### config.mk
export PLATFORM = sky130hd
export DESIGN_NAME = lc4_core
export DESIGN_NICKNAME = d
export VERILOG_FILES = /design/src/design/lc4_pkg.sv /design/src/design/lc4_core.sv /design/src/design/lc4_decoder.sv /design/src/design/lc4_execute.sv /design/src/design/lc4_regfile.sv
export VERILOG_INCLUDE_DIRS = /design/src /design/src/design
export SDC_FILE = /design/constraint.sdc
export NUM_CORES = 1
export LEC_CHECK = 0
export BUFFER_PORTS_ARGS = -buffer_cell sky130_fd_sc_hd__buf_4
export CORE_MARGIN = 5
export CORE_UTILIZATION = 40
export DETAILED_ROUTE_END_ITERATION = 12
export HOLD_SLACK_MARGIN = 0.12
export PLACE_DENSITY_LB_ADDON = 0.25
export REMOVE_ABC_BUFFERS = 1
export SYNTH_ARGS = -nofsm -noshare
export SYNTH_HDL_FRONTEND = slang
export SYNTH_SLANG_ARGS = --single-unit
### constraint.sdc
create_clock -name gwe -period 14.4 [get_ports gwe]
set_input_delay 2.88 -clock gwe [delete_from_list [all_inputs] [get_ports gwe]]
set_output_delay 2.88 -clock gwe [all_outputs]
set_load 0.005 [all_outputs]
### src/design/lc4_cfg.svh
`ifndef LC4_CFG_SVH
`define LC4_CFG_SVH

// First fetch address after reset
`define LC4_RESET_PC 16'h8200

// Data, address and register width
`define LC4_WORD_W 16

// General purpose registers R0..R7
`define LC4_NREGS 8

`endif

### src/design/lc4_pkg.sv
package lc4_pkg;

  // Top four instruction bits, subset only
  typedef enum logic [3:0] {
    OP_BR    = 4'h0,
    OP_ARITH = 4'h1,
    OP_LOGIC = 4'h5,
    OP_LDR   = 4'h6,
    OP_STR   = 4'h7,
    OP_CONST = 4'h9,
    OP_JMP   = 4'hc
  } opcode_e;

  typedef enum logic [2:0] {
    ALU_ADD,      // rs + (rt or imm)
    ALU_SUB,
    ALU_AND,
    ALU_PASS_IMM, // CONST
    ALU_ADDR      // rs + imm, memory address
  } alu_op_e;

  typedef struct packed {
    logic [2:0] rd;
    logic [2:0] rs;
    logic [2:0] rt;
    logic       rs_re;
    logic       rt_re;     // Low on immediate forms, selects imm as operand b
    logic       rf_we;     // Also the NZP write enable in this subset
    logic       is_load;
    logic       is_store;
    logic       is_branch;
    logic       is_jump;
    alu_op_e    alu_op;
    logic [2:0] br_nzp;
  } ctrl_t;

  typedef struct packed {
    logic        valid;
    logic [15:0] pc;
    logic [15:0] insn;
    ctrl_t       ctrl;
    logic [15:0] imm;
    logic [15:0] rs_data;
    logic [15:0] rt_data;
  } dx_t;

  typedef struct packed {
    logic        valid;
    logic [15:0] pc;
    logic [15:0] insn;
    ctrl_t       ctrl;
    logic [15:0] result;     // ALU value or memory address
    logic [2:0]  nzp;
    logic [15:0] store_data;
  } xm_t;

  typedef struct packed {
    logic        valid;
    logic [15:0] pc;
    logic [15:0] insn;
    ctrl_t       ctrl;
    logic [15:0] result;     // Load data already selected
    logic [2:0]  nzp;        // Stale for loads
  } mw_t;

  typedef struct packed {
    logic        we;
    logic [15:0] addr;
    logic [15:0] wdata;
  } dmem_req_t;

  typedef struct packed {
    logic        valid;
    logic [15:0] pc;
    logic [15:0] insn;
    logic        rf_we;
    logic [2:0]  wsel;
    logic [15:0] wdata;
    logic        nzp_we;
    logic [2:0]  nzp;
  } trace_t;

  // Sign of a 16-bit value as N, Z, P
  function automatic logic [2:0] nzp_of(input logic [15:0] value);
    nzp_of = {value[15], value == 16'h0000, !value[15] && (value != 16'h0000)};
  endfunction

endpackage

### src/design/lc4_core.sv
`timescale 1ns/1ps
`include "lc4_cfg.svh"

module lc4_core (
  input  logic                   gwe,
  input  logic                   i_reset,
  output logic [`LC4_WORD_W-1:0] o_imem_addr,
  input  logic [`LC4_WORD_W-1:0] i_imem_data,
  output lc4_pkg::dmem_req_t     o_dmem,
  input  logic [`LC4_WORD_W-1:0] i_dmem_rdata,
  output lc4_pkg::trace_t        o_trace
);

  logic [`LC4_WORD_W-1:0] pc_q;
  logic [`LC4_WORD_W-1:0] pc_next;
  logic                   fd_valid;
  logic [`LC4_WORD_W-1:0] fd_pc;
  logic [`LC4_WORD_W-1:0] fd_insn;

  lc4_pkg::ctrl_t         d_ctrl;
  logic [`LC4_WORD_W-1:0] d_imm;
  logic [`LC4_WORD_W-1:0] d_rs_data;
  logic [`LC4_WORD_W-1:0] d_rt_data;
  logic [2:0]             rf_nzp;
  logic                   ld_stall;

  lc4_pkg::dx_t           dx_d, dx_q;
  lc4_pkg::xm_t           xm_d, xm_q, m_fwd;
  lc4_pkg::mw_t           mw_d, mw_q;

  logic [`LC4_WORD_W-1:0] x_result;
  logic [2:0]             x_nzp;
  logic [`LC4_WORD_W-1:0] x_store_data;
  logic                   x_redirect;
  logic [`LC4_WORD_W-1:0] x_target;

  logic                   w_we;
  logic [2:0]             w_nzp;

  // Fetch
  assign o_imem_addr = pc_q;
  assign pc_next = x_redirect ? x_target : (ld_stall ? pc_q : pc_q + 16'd1);

  always_ff @(posedge gwe) begin
    if (i_reset) begin
      pc_q     <= `LC4_RESET_PC;
      fd_valid <= 1'b0;
    end else begin
      pc_q <= pc_next;
      if (x_redirect) begin
        fd_valid <= 1'b0;                    // Wrong-path fetch
      end else if (!ld_stall) begin
        fd_valid <= 1'b1;
      end
    end
  end

  always_ff @(posedge gwe) begin
    if (!ld_stall) begin                     // Hold the decode entry on a stall
      fd_pc   <= pc_q;
      fd_insn <= i_imem_data;
    end
  end

  // Decode
  lc4_decoder u_decoder (
    .i_insn (fd_insn),
    .o_ctrl (d_ctrl),
    .o_imm  (d_imm)
  );

  lc4_regfile u_regfile (
    .gwe       (gwe),
    .i_reset   (i_reset),
    .i_rs_sel  (d_ctrl.rs),
    .i_rt_sel  (d_ctrl.rt),
    .o_rs_data (d_rs_data),
    .o_rt_data (d_rt_data),
    .i_wsel    (mw_q.ctrl.rd),
    .i_wdata   (mw_q.result),
    .i_we      (w_we),
    .i_nzp     (w_nzp),
    .i_nzp_we  (w_we),                       // Every register write also sets NZP
    .o_nzp     (rf_nzp)
  );

  // Load in execute feeding the instruction in decode
  assign ld_stall = fd_valid && dx_q.valid && dx_q.ctrl.is_load &&
                    ((d_ctrl.rs_re && d_ctrl.rs == dx_q.ctrl.rd) ||
                     (d_ctrl.rt_re && d_ctrl.rt == dx_q.ctrl.rd));

  always_comb begin
    dx_d.valid   = fd_valid && !x_redirect && !ld_stall;   // Bubble on flush or stall
    dx_d.pc      = fd_pc;
    dx_d.insn    = fd_insn;
    dx_d.ctrl    = d_ctrl;
    dx_d.imm     = d_imm;
    dx_d.rs_data = d_rs_data;
    dx_d.rt_data = d_rt_data;
  end

  // Execute
  lc4_execute u_execute (
    .i_dx         (dx_q),
    .i_xm         (m_fwd),
    .i_mw_wsel    (mw_q.ctrl.rd),
    .i_mw_we      (w_we),
    .i_mw_result  (mw_q.result),
    .i_mw_nzp     (w_nzp),
    .i_nzp        (rf_nzp),
    .o_result     (x_result),
    .o_nzp        (x_nzp),
    .o_store_data (x_store_data),
    .o_redirect   (x_redirect),
    .o_target     (x_target)
  );

  always_comb begin
    xm_d.valid      = dx_q.valid;
    xm_d.pc         = dx_q.pc;
    xm_d.insn       = dx_q.insn;
    xm_d.ctrl       = dx_q.ctrl;
    xm_d.result     = x_result;
    xm_d.nzp        = x_nzp;
    xm_d.store_data = x_store_data;
  end

  // Memory, same-cycle data port
  assign o_dmem.we    = xm_q.valid && xm_q.ctrl.is_store;
  assign o_dmem.addr  = xm_q.result;
  assign o_dmem.wdata = xm_q.store_data;

  // Load data replaces the address for bypass and branch flags
  always_comb begin
    m_fwd = xm_q;
    if (xm_q.ctrl.is_load) begin
      m_fwd.result = i_dmem_rdata;
      m_fwd.nzp    = lc4_pkg::nzp_of(i_dmem_rdata);
    end
  end

  always_comb begin
    mw_d.valid  = xm_q.valid;
    mw_d.pc     = xm_q.pc;
    mw_d.insn   = xm_q.insn;
    mw_d.ctrl   = xm_q.ctrl;
    mw_d.result = m_fwd.result;
    mw_d.nzp    = xm_q.nzp;
  end

  // Stage registers, only valid bits see reset
  always_ff @(posedge gwe) begin
    if (i_reset) begin
      dx_q.valid <= 1'b0;
      xm_q.valid <= 1'b0;
      mw_q.valid <= 1'b0;
    end else begin
      dx_q <= dx_d;
      xm_q <= xm_d;
      mw_q <= mw_d;
    end
  end

  // Writeback
  assign w_we  = mw_q.valid && mw_q.ctrl.rf_we;
  assign w_nzp = mw_q.ctrl.is_load ? lc4_pkg::nzp_of(mw_q.result) : mw_q.nzp;

  always_comb begin
    o_trace.valid  = mw_q.valid;
    o_trace.pc     = mw_q.pc;
    o_trace.insn   = mw_q.insn;
    o_trace.rf_we  = w_we;
    o_trace.wsel   = mw_q.ctrl.rd;
    o_trace.wdata  = mw_q.result;
    o_trace.nzp_we = w_we;
    o_trace.nzp    = w_nzp;
  end

endmodule

### src/design/lc4_decoder.sv
`timescale 1ns/1ps

module lc4_decoder (
  input  logic [15:0]    i_insn,
  output lc4_pkg::ctrl_t o_ctrl,
  output logic [15:0]    o_imm
);

  always_comb begin
    o_ctrl        = '0;            // No-op unless an opcode below matches
    o_ctrl.alu_op = lc4_pkg::ALU_ADD;
    o_ctrl.rd     = i_insn[11:9];
    o_ctrl.rs     = i_insn[8:6];
    o_ctrl.rt     = i_insn[2:0];
    o_imm         = '0;
    case (lc4_pkg::opcode_e'(i_insn[15:12]))
      lc4_pkg::OP_BR: begin
        o_ctrl.is_branch = 1'b1;
        o_ctrl.br_nzp    = i_insn[11:9];              // NZP mask
        o_imm            = {{7{i_insn[8]}}, i_insn[8:0]};
      end
      lc4_pkg::OP_ARITH: begin
        if (i_insn[5]) begin                          // ADD imm5
          o_ctrl.rs_re = 1'b1;
          o_ctrl.rf_we = 1'b1;
          o_imm        = {{11{i_insn[4]}}, i_insn[4:0]};
        end else if (i_insn[5:3] == 3'b000 || i_insn[5:3] == 3'b010) begin
          o_ctrl.rs_re  = 1'b1;
          o_ctrl.rt_re  = 1'b1;
          o_ctrl.rf_we  = 1'b1;
          o_ctrl.alu_op = i_insn[4] ? lc4_pkg::ALU_SUB : lc4_pkg::ALU_ADD;
        end
        // MUL and DIV fall through as no-ops
      end
      lc4_pkg::OP_LOGIC: begin
        if (i_insn[5]) begin                          // AND imm5
          o_ctrl.rs_re  = 1'b1;
          o_ctrl.rf_we  = 1'b1;
          o_ctrl.alu_op = lc4_pkg::ALU_AND;
          o_imm         = {{11{i_insn[4]}}, i_insn[4:0]};
        end else if (i_insn[5:3] == 3'b000) begin
          o_ctrl.rs_re  = 1'b1;
          o_ctrl.rt_re  = 1'b1;
          o_ctrl.rf_we  = 1'b1;
          o_ctrl.alu_op = lc4_pkg::ALU_AND;
        end
      end
      lc4_pkg::OP_LDR: begin
        o_ctrl.rs_re   = 1'b1;                        // Base register
        o_ctrl.rf_we   = 1'b1;
        o_ctrl.is_load = 1'b1;
        o_ctrl.alu_op  = lc4_pkg::ALU_ADDR;
        o_imm          = {{10{i_insn[5]}}, i_insn[5:0]};
      end
      lc4_pkg::OP_STR: begin
        o_ctrl.rs_re    = 1'b1;
        o_ctrl.rt_re    = 1'b1;
        o_ctrl.rt       = i_insn[11:9];               // Store data sits in the rd field
        o_ctrl.is_store = 1'b1;
        o_ctrl.alu_op   = lc4_pkg::ALU_ADDR;
        o_imm           = {{10{i_insn[5]}}, i_insn[5:0]};
      end
      lc4_pkg::OP_CONST: begin
        o_ctrl.rf_we  = 1'b1;
        o_ctrl.alu_op = lc4_pkg::ALU_PASS_IMM;
        o_imm         = {{7{i_insn[8]}}, i_insn[8:0]};
      end
      lc4_pkg::OP_JMP: begin
        if (i_insn[11]) begin                         // JMPR not supported
          o_ctrl.is_jump = 1'b1;
          o_imm          = {{5{i_insn[10]}}, i_insn[10:0]};
        end
      end
      default: ;
    endcase
  end

endmodule

### src/design/lc4_execute.sv
`timescale 1ns/1ps
`include "lc4_cfg.svh"

module lc4_execute (
  input  lc4_pkg::dx_t           i_dx,
  input  lc4_pkg::xm_t           i_xm,        // Memory stage, load data already merged
  input  logic [2:0]             i_mw_wsel,
  input  logic                   i_mw_we,
  input  logic [`LC4_WORD_W-1:0] i_mw_result,
  input  logic [2:0]             i_mw_nzp,
  input  logic [2:0]             i_nzp,       // Committed NZP register
  output logic [`LC4_WORD_W-1:0] o_result,
  output logic [2:0]             o_nzp,
  output logic [`LC4_WORD_W-1:0] o_store_data,
  output logic                   o_redirect,
  output logic [`LC4_WORD_W-1:0] o_target
);

  logic                   m_we;
  logic [`LC4_WORD_W-1:0] a_op;
  logic [`LC4_WORD_W-1:0] rt_val;
  logic [`LC4_WORD_W-1:0] b_op;
  logic [2:0]             br_src;
  logic                   taken;

  // Youngest producer wins
  function automatic logic [`LC4_WORD_W-1:0] pick(input logic [2:0] sel,
                                                  input logic [`LC4_WORD_W-1:0] rdata);
    if (m_we && i_xm.ctrl.rd == sel) begin
      pick = i_xm.result;
    end else if (i_mw_we && i_mw_wsel == sel) begin
      pick = i_mw_result;
    end else begin
      pick = rdata;
    end
  endfunction

  assign m_we   = i_xm.valid && i_xm.ctrl.rf_we;

  always_comb begin
    a_op   = pick(i_dx.ctrl.rs, i_dx.rs_data);
    rt_val = pick(i_dx.ctrl.rt, i_dx.rt_data);
  end

  assign b_op   = i_dx.ctrl.rt_re ? rt_val : i_dx.imm;   // Immediate forms

  always_comb begin
    case (i_dx.ctrl.alu_op)
      lc4_pkg::ALU_SUB:      o_result = a_op - b_op;
      lc4_pkg::ALU_AND:      o_result = a_op & b_op;
      lc4_pkg::ALU_PASS_IMM: o_result = i_dx.imm;
      lc4_pkg::ALU_ADDR:     o_result = a_op + i_dx.imm;   // STR keeps rt for data
      default:               o_result = a_op + b_op;
    endcase
  end

  assign o_nzp        = lc4_pkg::nzp_of(o_result);
  assign o_store_data = rt_val;                            // Bypassed store data

  // Flags of the youngest NZP writer still in flight
  always_comb begin
    if (m_we) begin
      br_src = i_xm.nzp;
    end else if (i_mw_we) begin
      br_src = i_mw_nzp;
    end else begin
      br_src = i_nzp;
    end
  end

  assign taken      = |(i_dx.ctrl.br_nzp & br_src);
  assign o_redirect = i_dx.valid && ((i_dx.ctrl.is_branch && taken) || i_dx.ctrl.is_jump);
  assign o_target   = i_dx.pc + 16'd1 + i_dx.imm;          // BR and JMP share PC+1+offset

endmodule

### src/design/lc4_regfile.sv
`timescale 1ns/1ps
`include "lc4_cfg.svh"

module lc4_regfile (
  input  logic                   gwe,
  input  logic                   i_reset,
  input  logic [2:0]             i_rs_sel,
  input  logic [2:0]             i_rt_sel,
  output logic [`LC4_WORD_W-1:0] o_rs_data,
  output logic [`LC4_WORD_W-1:0] o_rt_data,
  input  logic [2:0]             i_wsel,
  input  logic [`LC4_WORD_W-1:0] i_wdata,
  input  logic                   i_we,
  input  logic [2:0]             i_nzp,
  input  logic                   i_nzp_we,
  output logic [2:0]             o_nzp
);

  logic [`LC4_WORD_W-1:0] regs [`LC4_NREGS];
  logic [2:0]             nzp_q;

  always_ff @(posedge gwe) begin
    if (i_we) regs[i_wsel] <= i_wdata;
  end

  always_ff @(posedge gwe) begin
    if (i_reset) begin
      nzp_q <= 3'b000;
    end else if (i_nzp_we) begin
      nzp_q <= i_nzp;
    end
  end

  // Writeback value shows up in decode the same cycle
  assign o_rs_data = (i_we && i_wsel == i_rs_sel) ? i_wdata : regs[i_rs_sel];
  assign o_rt_data = (i_we && i_wsel == i_rt_sel) ? i_wdata : regs[i_rt_sel];
  assign o_nzp     = nzp_q;

endmodule

======== Word-level counts from Yosys, hierarchy flattened ========
Memories as Yosys holds them, arrays and structs flattened. A register that Yosys moved wholly into a read port is not among the register bits.
Cells that the tools add are included.
storage, ports and cells
  flip-flop bits (word level) ............. 253
  bits in writable memories ............... 128
  bits of input ports ..................... 34
  output and inout bits ................... 106
  logic and storage cells ................. 147
  memories kept ........................... 1
memories
  memory          words  width  rd ports  clocked after Yosys merged registers in  write ports  RTL line           RTL
  u_regfile.regs  8      16     2         2                                        1            lc4_regfile.sv:19  logic [`LC4_WORD_W-1:0] regs [`LC4_NREGS];
operators by class
  add/subtract/negate cells ............... 6
  equal/unequal tests ..................... 18
  mux-type cells .......................... 39
  bitwise logic cells ..................... 2
  reduce and logical (&&, ||, !) cells .... 43
operator list
  cell                     count
  $mux W16                 9
  $pmux W16 S4             2
  $add A16 B16 Y16         3
  $logic_not A16 Y1        3
  $reduce_bool A16 Y1      3
  $add A16 B1 Y16 const B  2
  $mux W3                  9
  $logic_and A1 B1 Y1      19
  $mux W19                 1
  $eq A3 B3 Y1             6
  $and A16 B16 Y16         1
  $sub A16 B16 Y16         1
  $mux W1                  13
  $eq A4 B3 Y1 const B     3
  $pmux W3 S4              1
  $reduce_or A2 Y1         5
  $eq A3 B2 Y1 const B     3
  $pmux W1 S3              3
  $eq A4 B4 Y1 const B     2
  $logic_not A1 Y1         7
  $eq A4 B1 Y1 const B     1
  $logic_not A4 Y1         1
  $and A3 B3 Y3            1
  $eq A3 B1 Y1 const B     1
  other kinds (6)          8

======== Depth between registers and ports, before layout ========
Gate-level depths: netlist of the first run.
  depth after elaboration ................. 13
  gate-level depth with buffers ........... 24
  mapped depth without buffers ............ 23

======== Hierarchy ========
A second synthesis of the first run with hierarchy kept.
unflattened totals
  cell total of the unflattened synthesis .. 1461
  area, all modules ....................... 21206.6 µm²
by module, submodules not included
  module       instances  cells each  area each (µm²)  sequential area each (µm²)
  lc4_core     1          514         10331.2          8778.4
  lc4_regfile  1          310         6662.6           3903.7
  lc4_execute  1          549         3609.7           0.0
  lc4_decoder  1          88          603.1            0.0

======== Worst setup path before layout of the first run ========
Ideal clock, no wire load.
  path kind ............................... input-to-reg
  start ................................... in i_reset
  end ..................................... reg u_regfile.nzp_q[2], in the netlist u_regfile.o_nzp[2]
  setup time .............................. 80 ps
  data arrival time ....................... 7702 ps
  required time ........................... 14320 ps
  setup slack ............................. 6618 ps
  stages on the path ...................... 3
  path buffers ............................ 1
  cell sequence ........................... clkbuf_1 > inv_1 > o211a_1
RTL lines
  what                  RTL line           RTL
  from (decl)           lc4_core.sv:6      input logic i_reset,
  to (signal assigned)  lc4_regfile.sv:30  nzp_q <= i_nzp;
  to (decl)             lc4_regfile.sv:20  logic [2:0] nzp_q;
No word-level cell between the ends.

==> run_results.csv, run 1 <==
group,metric,value,unit
status,status,"completed",
job,cap_viol_max_count,0,
synthesis,yosysTopAreaCellShare,57.4,%
global_route,grtUsageTotal,19.6,%
power_and_ir_drop,p_leak,8.09,nW
synthesis,syn_area,19500,um2
sta,fin_tns_setup,0,ns
global_route,grt_first_pass_wirelength,80400,um
sta,slew_viol_final,0,
sta,fmax,143,MHz
global_route,grt_max_degree,154,
clock_network,cts_buffers,44,
power_and_ir_drop,p_int,2.15,mW
worst_setup_path,crit_family,"compound AO/OA/AOI/OAI gates",
sta,min_period_over_period,48.5,%
worst_setup_path,cp_num_buf_inv,1,
floorplan,die_area,53100,um2
power_and_ir_drop,ir_worst_vdd,91.5,uV
floorplan,start_util,40.6,%
sta,setup-violations-final,0,
final_layout,drive_gt1_share,18.4,%
sta,fin_ws,7.42,ns
sta,period_minus_slack,6.98,ns
clock_network,post_cts_buffers,0,
power_and_ir_drop,p_sw_share,25.4,%
routing,wl,53100,um
global_route,grt_pass1_vias,13000,
routing,via_count,13100,
final_layout,nets,1732,
routing,ant_nets,0,
placement,place_ws,6.87,ns
power_and_ir_drop,clkPwrFrac,39.6,%
synthesis,yosys_warnings,0,
placement,placed_cell_area,20700,um2
worst_setup_path,worstPathArrival,7.40,ns
synthesis,ys_types,75,
worst_setup_path,cpPeakStageDelay,0.61,ns
routing,via_per_inst,5.67,
clock_network,htree_levels,2,
floorplan,core-area,47900,um2
sta,worst_slew_pin_slew,1.14,ns
routing,firstDrtPassIters,5,
synthesis,synth_seq_cells,395,
routing,avgRoutedWirePerCell,22.9,um
sta,hold_viol,0,
final_layout,utilization,46.3,%
synthesis,syn_inst,1605,
floorplan,die_w,231,um
global_route,antenna_found_initial,3,
worst_setup_path,crit_fanout,5,
routing,drtIter0Drc,1364,
worst_setup_path,crit_slowest_cell,"or4_1",
clock_network,cts_tree,"built",
power_and_ir_drop,power_density,130,nW/um2
hold_path,min_path_type,"reg2reg",
routing,drc,0,
sta,slew_headroom,23.7,%
power_and_ir_drop,seq_power_share,48.6,%
clock_network,postCtsHoldBufs,0,
final_layout,final_common_cell,"edfxtp_1",
floorplan,io-pin-count,140,
synthesis,seq_area_frac_synth,59.8,%
worst_setup_path,cp_common_cell,"o21ai_0",
placement,gp_congestion,0.900,
power_and_ir_drop,comb_power_share,11.7,%
worst_setup_path,path_class,"in2reg",
clock_network,clock_sinks,395,
sta,rsz0062_at_grt,"no",
clock_network,clk_latency,0.59,ns
synthesis,synthTopCellsByArea,"edfxtp_1 57%, nand2_1 4.5%, mux4_2 3.7%",
clock_network,path_clk_slew,0.07,ns
placement,portBuffers,139,
final_layout,final_area,22200,um2
final_layout,synthToLayoutAreaGrowth,14.2,%
final_layout,layout_common_cells,"372 x edfxtp_1, 231 x nand2_1, 165 x buf_4",
synthesis,yosys.area.top_type,"edfxtp_1",
worst_setup_path,crit_path_start_kind,"input port",
global_route,gr-total-overflow,0,
worst_setup_path,crit_chain,"buf_4 > mux2_2 > o21ai_0 > o22ai_2 > or4_1 > nor2_1 > xor2_1 > o21ai_0 > ha_1 > o21a_1 > o21ai_0 > o21ba_2 > o21ai_1 > a2111o_1 > a31oi_1 > xor2_1 > o21ai_0 > or4_1 > a211oi_1",
clock_network,cts_max_path_buffers,3,
clock_network,clockRootBuffer,"clkbuf_16",
floorplan,die_h,231,um
final_layout,antenna_cells,0,
sta,worst_clock_skew,0.0386,ns
synthesis,synth_ff_type,"edfxtp_1",
power_and_ir_drop,p_sw,0.731,mW
synthesis,synth_edf_count,372,
synthesis,async_flop_share,0,%
floorplan,rows,80,
synthesis,syn_area_per_cell,12.1,um2
worst_setup_path,end_kind,"flip-flop",
clock_network,cts_resized,0,
placement,dp_hpwl,35400,um
worst_setup_path,critical_path_required,14.82,ns
## metrics by stage
step | cells | hold WS (ns) | power, mW
after CTS | 2315 | 0.404 | 2.91
after global placement | 2233 | 0.401 | 1.76
final | 2315 | 0.404 | 2.88
after detailed placement | 2233 | 0.405 | 1.76
after global routing | 2315 | 0.420 | 3.00
after floorplan | 1453 | 0.400 | 1.60
## cell families (layout without fill, tap and decap cells)
group | count (synthesis) | in the layout | synth area share (%)
AOI/OAI and AO/OA | 297 | 297 | 10.2
xor gates and xnor gates | 61 | 61 | 2.75
adders and majority gates | 34 | 34 | 2.26
buffers and inverters | 189 | 284 | 5.15
DFF | 395 | 395 | 59.8
muxes | 95 | 95 | 7.06
and+or+nand+nor | 534 | 534 | 12.8
## cells in the mapped netlist (all sizes together) (3+ instances only)
master   instances
ha              32
buf             82
nor2            86
nor4            18
a211oi          16
o2bb2ai          6
or3              6
inv             37
a31oi           22
mux2            17
dfxtp           23
clkbuf          70
and2            12
xnor2           26
xor2            35
a22oi           11
o21ai          100
a21o             9
nor2b           14
or4              4
a221oi          15
o22ai            3
a21oi           47
a311oi          17
nand2          231
o211ai          10
nand3           67
o21a             7
mux2i           46
o221ai           7
mux4            32
edfxtp         372
and3            37
a2111oi          5
nand2b          16
o31ai            3
and4             4
nand3b           5
nor3            25
## metal layers
metal  global-route usage, %  wire [um]  up-vias  part of all wire (%)
li1                        -          -     6071                     -
met1                    27.6      23600     6504                    45
met2                    30.1      24000      463                    45
met3                    5.28       4140       84                   7.8
met4                    5.83       1270        2                   2.4
met5                       0         13        -                 0.024
## registers in the layout, summed over array words and instances, names as in the netlist
register / count
m_fwd: 36
o_dmem: 32
mw_q: 5
mw_d: 2
fd_insn: 16
u_regfile.o_nzp: 3
fd_pc: 16
o_trace: 49
u_regfile.regs: 128
o_imem_addr: 16
fd_valid: 1
dx_q: 91
## power by group through the flow
stage / Sequential (mW) / Clock (mW) / Combinational [mW]
2_1_floorplan: 1.40 / 0 / 0.204
3_3_place_gp: 1.42 / 0 / 0.332
3_5_place_dp: 1.43 / 0 / 0.336
4_1_cts: 1.40 / 1.17 / 0.338
5_1_grt: 1.41 / 1.21 / 0.374
6_report: 1.40 / 1.14 / 0.338
## cell type report
type | count | area [um2]
tap | 615 | 769
sequential | 395 | 11600
clock inverter | 29 | 287
multi-input combinational | 1021 | 6960
timing repair buffer | 165 | 1240
clock buffer | 53 | 1180
inverter | 37 | 146
fill | 4243 | 25700
## final timing paths
| check | start | endpoint | slack, ns | cells past startpoint |
|---|---|---|---|---|
| worst max register to register | o_trace[35] | mw_d[1] | 7.72 | 19 |
| worst max-delay path | i_dmem_rdata[0] | mw_d[1] | 7.42 | 19 |
| worst min-delay path | m_fwd[86] | o_trace[53] | 0.40 | 0 |
| worst min register to register | m_fwd[86] | o_trace[53] | 0.40 | 0 |
Power figures use the tool's default switching activity.
==> run 2, diff against run 1 <==
Clock period 14.4 ns to 6.95 ns, I/O delays scaled along.
==> run_results.csv, run 2 (same netlist as run 1, synthesis figures left out) <==
group,metric,value,unit
final_layout,final_common_cell,"edfxtp_1",
floorplan,io-pin-count,140,
hold_path,whs_endpoint,"o_trace[26]",
global_route,grt_max_degree,136,
worst_setup_path,crit_chain,"xnor2_1 > or4b_4 > a221oi_2 > o2bb2ai_1 > or4_1 > nor2_1 > xor2_1 > o21ai_0 > ha_1 > o21a_1 > o21ai_0 > o21ba_2 > o21ai_1 > a2111o_1 > a31oi_1 > xor2_1 > o21ai_0 > or4_1 > a211oi_1",
floorplan,rows,80,
hold_path,min_path_type,"reg2reg",
routing,avgRoutedWirePerCell,23.6,um
sta,setup-violations-final,0,
final_layout,synthToLayoutAreaGrowth,13.6,%
clock_network,post_cts_buffers,0,
global_route,antenna_found_initial,1,
clock_network,cts_buffers,43,
job,cap_viol_max_count,0,
hold_path,min_path_cells,0,
worst_setup_path,crit_slowest_cell,"xnor2_1",
sta,worst_clock_skew,0.0192,ns
placement,dp_hpwl,36600,um
global_route,grt_first_pass_wirelength,82400,um
final_layout,final_area,22100,um2
sta,fin_ws,0.508,ns
global_route,grtUsageTotal,20.1,%
worst_setup_path,worstPathArrival,6.82,ns
clock_network,clockRootBuffer,"clkbuf_16",
worst_setup_path,rr_startpoint,"dx_q[63]",
clock_network,clk_latency,0.57,ns
placement,placed_cell_area,20800,um2
floorplan,core-area,47900,um2
placement,place_ws,0.645,ns
final_layout,drive_gt1_share,18.5,%
floorplan,die_area,53100,um2
hold_path,hp-start,"m_fwd[59]",
clock_network,htree_levels,2,
final_layout,top_register,"u_regfile.regs",
routing,drc,0,
worst_setup_path,cpPeakStageDelay,0.78,ns
worst_setup_path,end_kind,"flip-flop",
final_layout,layout_common_cells,"372 x edfxtp_1, 231 x nand2_1, 170 x buf_4",
clock_network,postCtsHoldBufs,0,
clock_network,cts_max_path_buffers,3,
worst_setup_path,reg2reg_depth,19,
sta,hold_viol,0,
global_route,grt_pass1_vias,13100,
routing,wl,54600,um
placement,placed_cells,2238,
sta,period_minus_slack,6.44,ns
floorplan,die_w,231,um
sta,slew_headroom,17.5,%
worst_setup_path,critical_path_required,7.32,ns
clock_network,cts_tree,"built",
worst_setup_path,reg2reg_slack,0.51,ns
final_layout,nets,1736,
sta,fmax,155,MHz
placement,portBuffers,139,
sta,rsz0062_at_grt,"no",
worst_setup_path,r2r-end,"mw_d[1]",
sta,min_period_over_period,92.7,%
final_layout,antenna_cells,0,
clock_network,path_clk_slew,0.06,ns
final_layout,layout.cells.non_filler,2314,
clock_network,cts_resized,0,
clock_network,clock_sinks,395,
power_and_ir_drop,p_leak,8.05,nW
worst_setup_path,crit_path_start_kind,"flip-flop",
routing,drtIter0Drc,1511,
final_layout,largest_reg_flops,128,
routing,via_count,13200,
status,status,"completed",
worst_setup_path,path_class,"reg2reg",
routing,ant_nets,0,
power_and_ir_drop,ir_worst_vdd,186,uV
floorplan,die_h,231,um
power_and_ir_drop,power_density,263,nW/um2
routing,via_per_inst,5.71,
placement,gp_congestion,0.878,
routing,firstDrtPassIters,6,
worst_setup_path,crit_fanout,18,
floorplan,start_util,40.6,%
power_and_ir_drop,finalPower,5.81,mW
worst_setup_path,cp_common_cell,"o21ai_0",
sta,slew_viol_final,0,
sta,worst_slew_pin_slew,1.23,ns
global_route,gr-total-overflow,0,
## run 2: cell count changes in the layout (fill, tap and decap cells not counted), sizes merged
cell and change:
clkinv -4, clkbuf +1, bufinv -2, clkinvlp -1, buf +5
## run 2: worst max-delay path by stage
stage / from / end / slack (ns) / cells past startpoint
CTS: dx_q[63] / mw_d[1] / 0.63 / 19
finish: dx_q[63] / mw_d[1] / 0.51 / 19
global route: dx_q[63] / mw_d[1] / 0.02 / 17
detailed placement: dx_q[63] / mw_d[1] / 0.64 / 19
floorplan: fd_insn[14] / o_imem_addr[15] / -2.13 / 14
global placement: dx_q[63] / mw_d[1] / 0.85 / 19
## run 2: stage by stage
stage          TNS [ns]  hold WS (ns)  utilization, %
6_report              0         0.415            46.1
5_1_grt               0         0.415            46.1
4_1_cts               0         0.411            46.1
3_5_place_dp          0         0.405            43.4
3_3_place_gp          0         0.401            43.4
2_1_floorplan    -64.10         0.400               -
## run 2: layout make-up
cell class | instances | area [um2]
multi-input combinational | 1021 | 6960
timing repair buffer | 170 | 1280
tap | 615 | 769
clock buffer | 54 | 1130
clock inverter | 22 | 193
fill | 4242 | 25800
sequential | 395 | 11600
inverter | 37 | 146
## run 2: worst max-delay path, delay by kind of cell, from the launching register on
| family | cells | cell delay [ns] |
|---|---|---|
| AOI/OAI and AO/OA | 11 | 2.44 |
| and+or+nand+nor | 4 | 1.96 |
| xor gates and xnor gates | 3 | 1.08 |
| DFF | 1 | 0.42 |
| adders and majority gates | 1 | 0.36 |
## run 2: power breakdown
group / internal (mW) / switching (mW) / total, mW
clock: 1.26 / 0.928 / 2.19
sequential: 2.76 / 0.141 / 2.90
combinational: 0.301 / 0.414 / 0.715
## run 2: routing by layer
layer | share of wire [%] | track usage [%]
met2 | 45 | 31.3
met1 | 44 | 28.9
met3 | 8.1 | 4.92
met5 | 0 | 0
met4 | 2.1 | 4.78
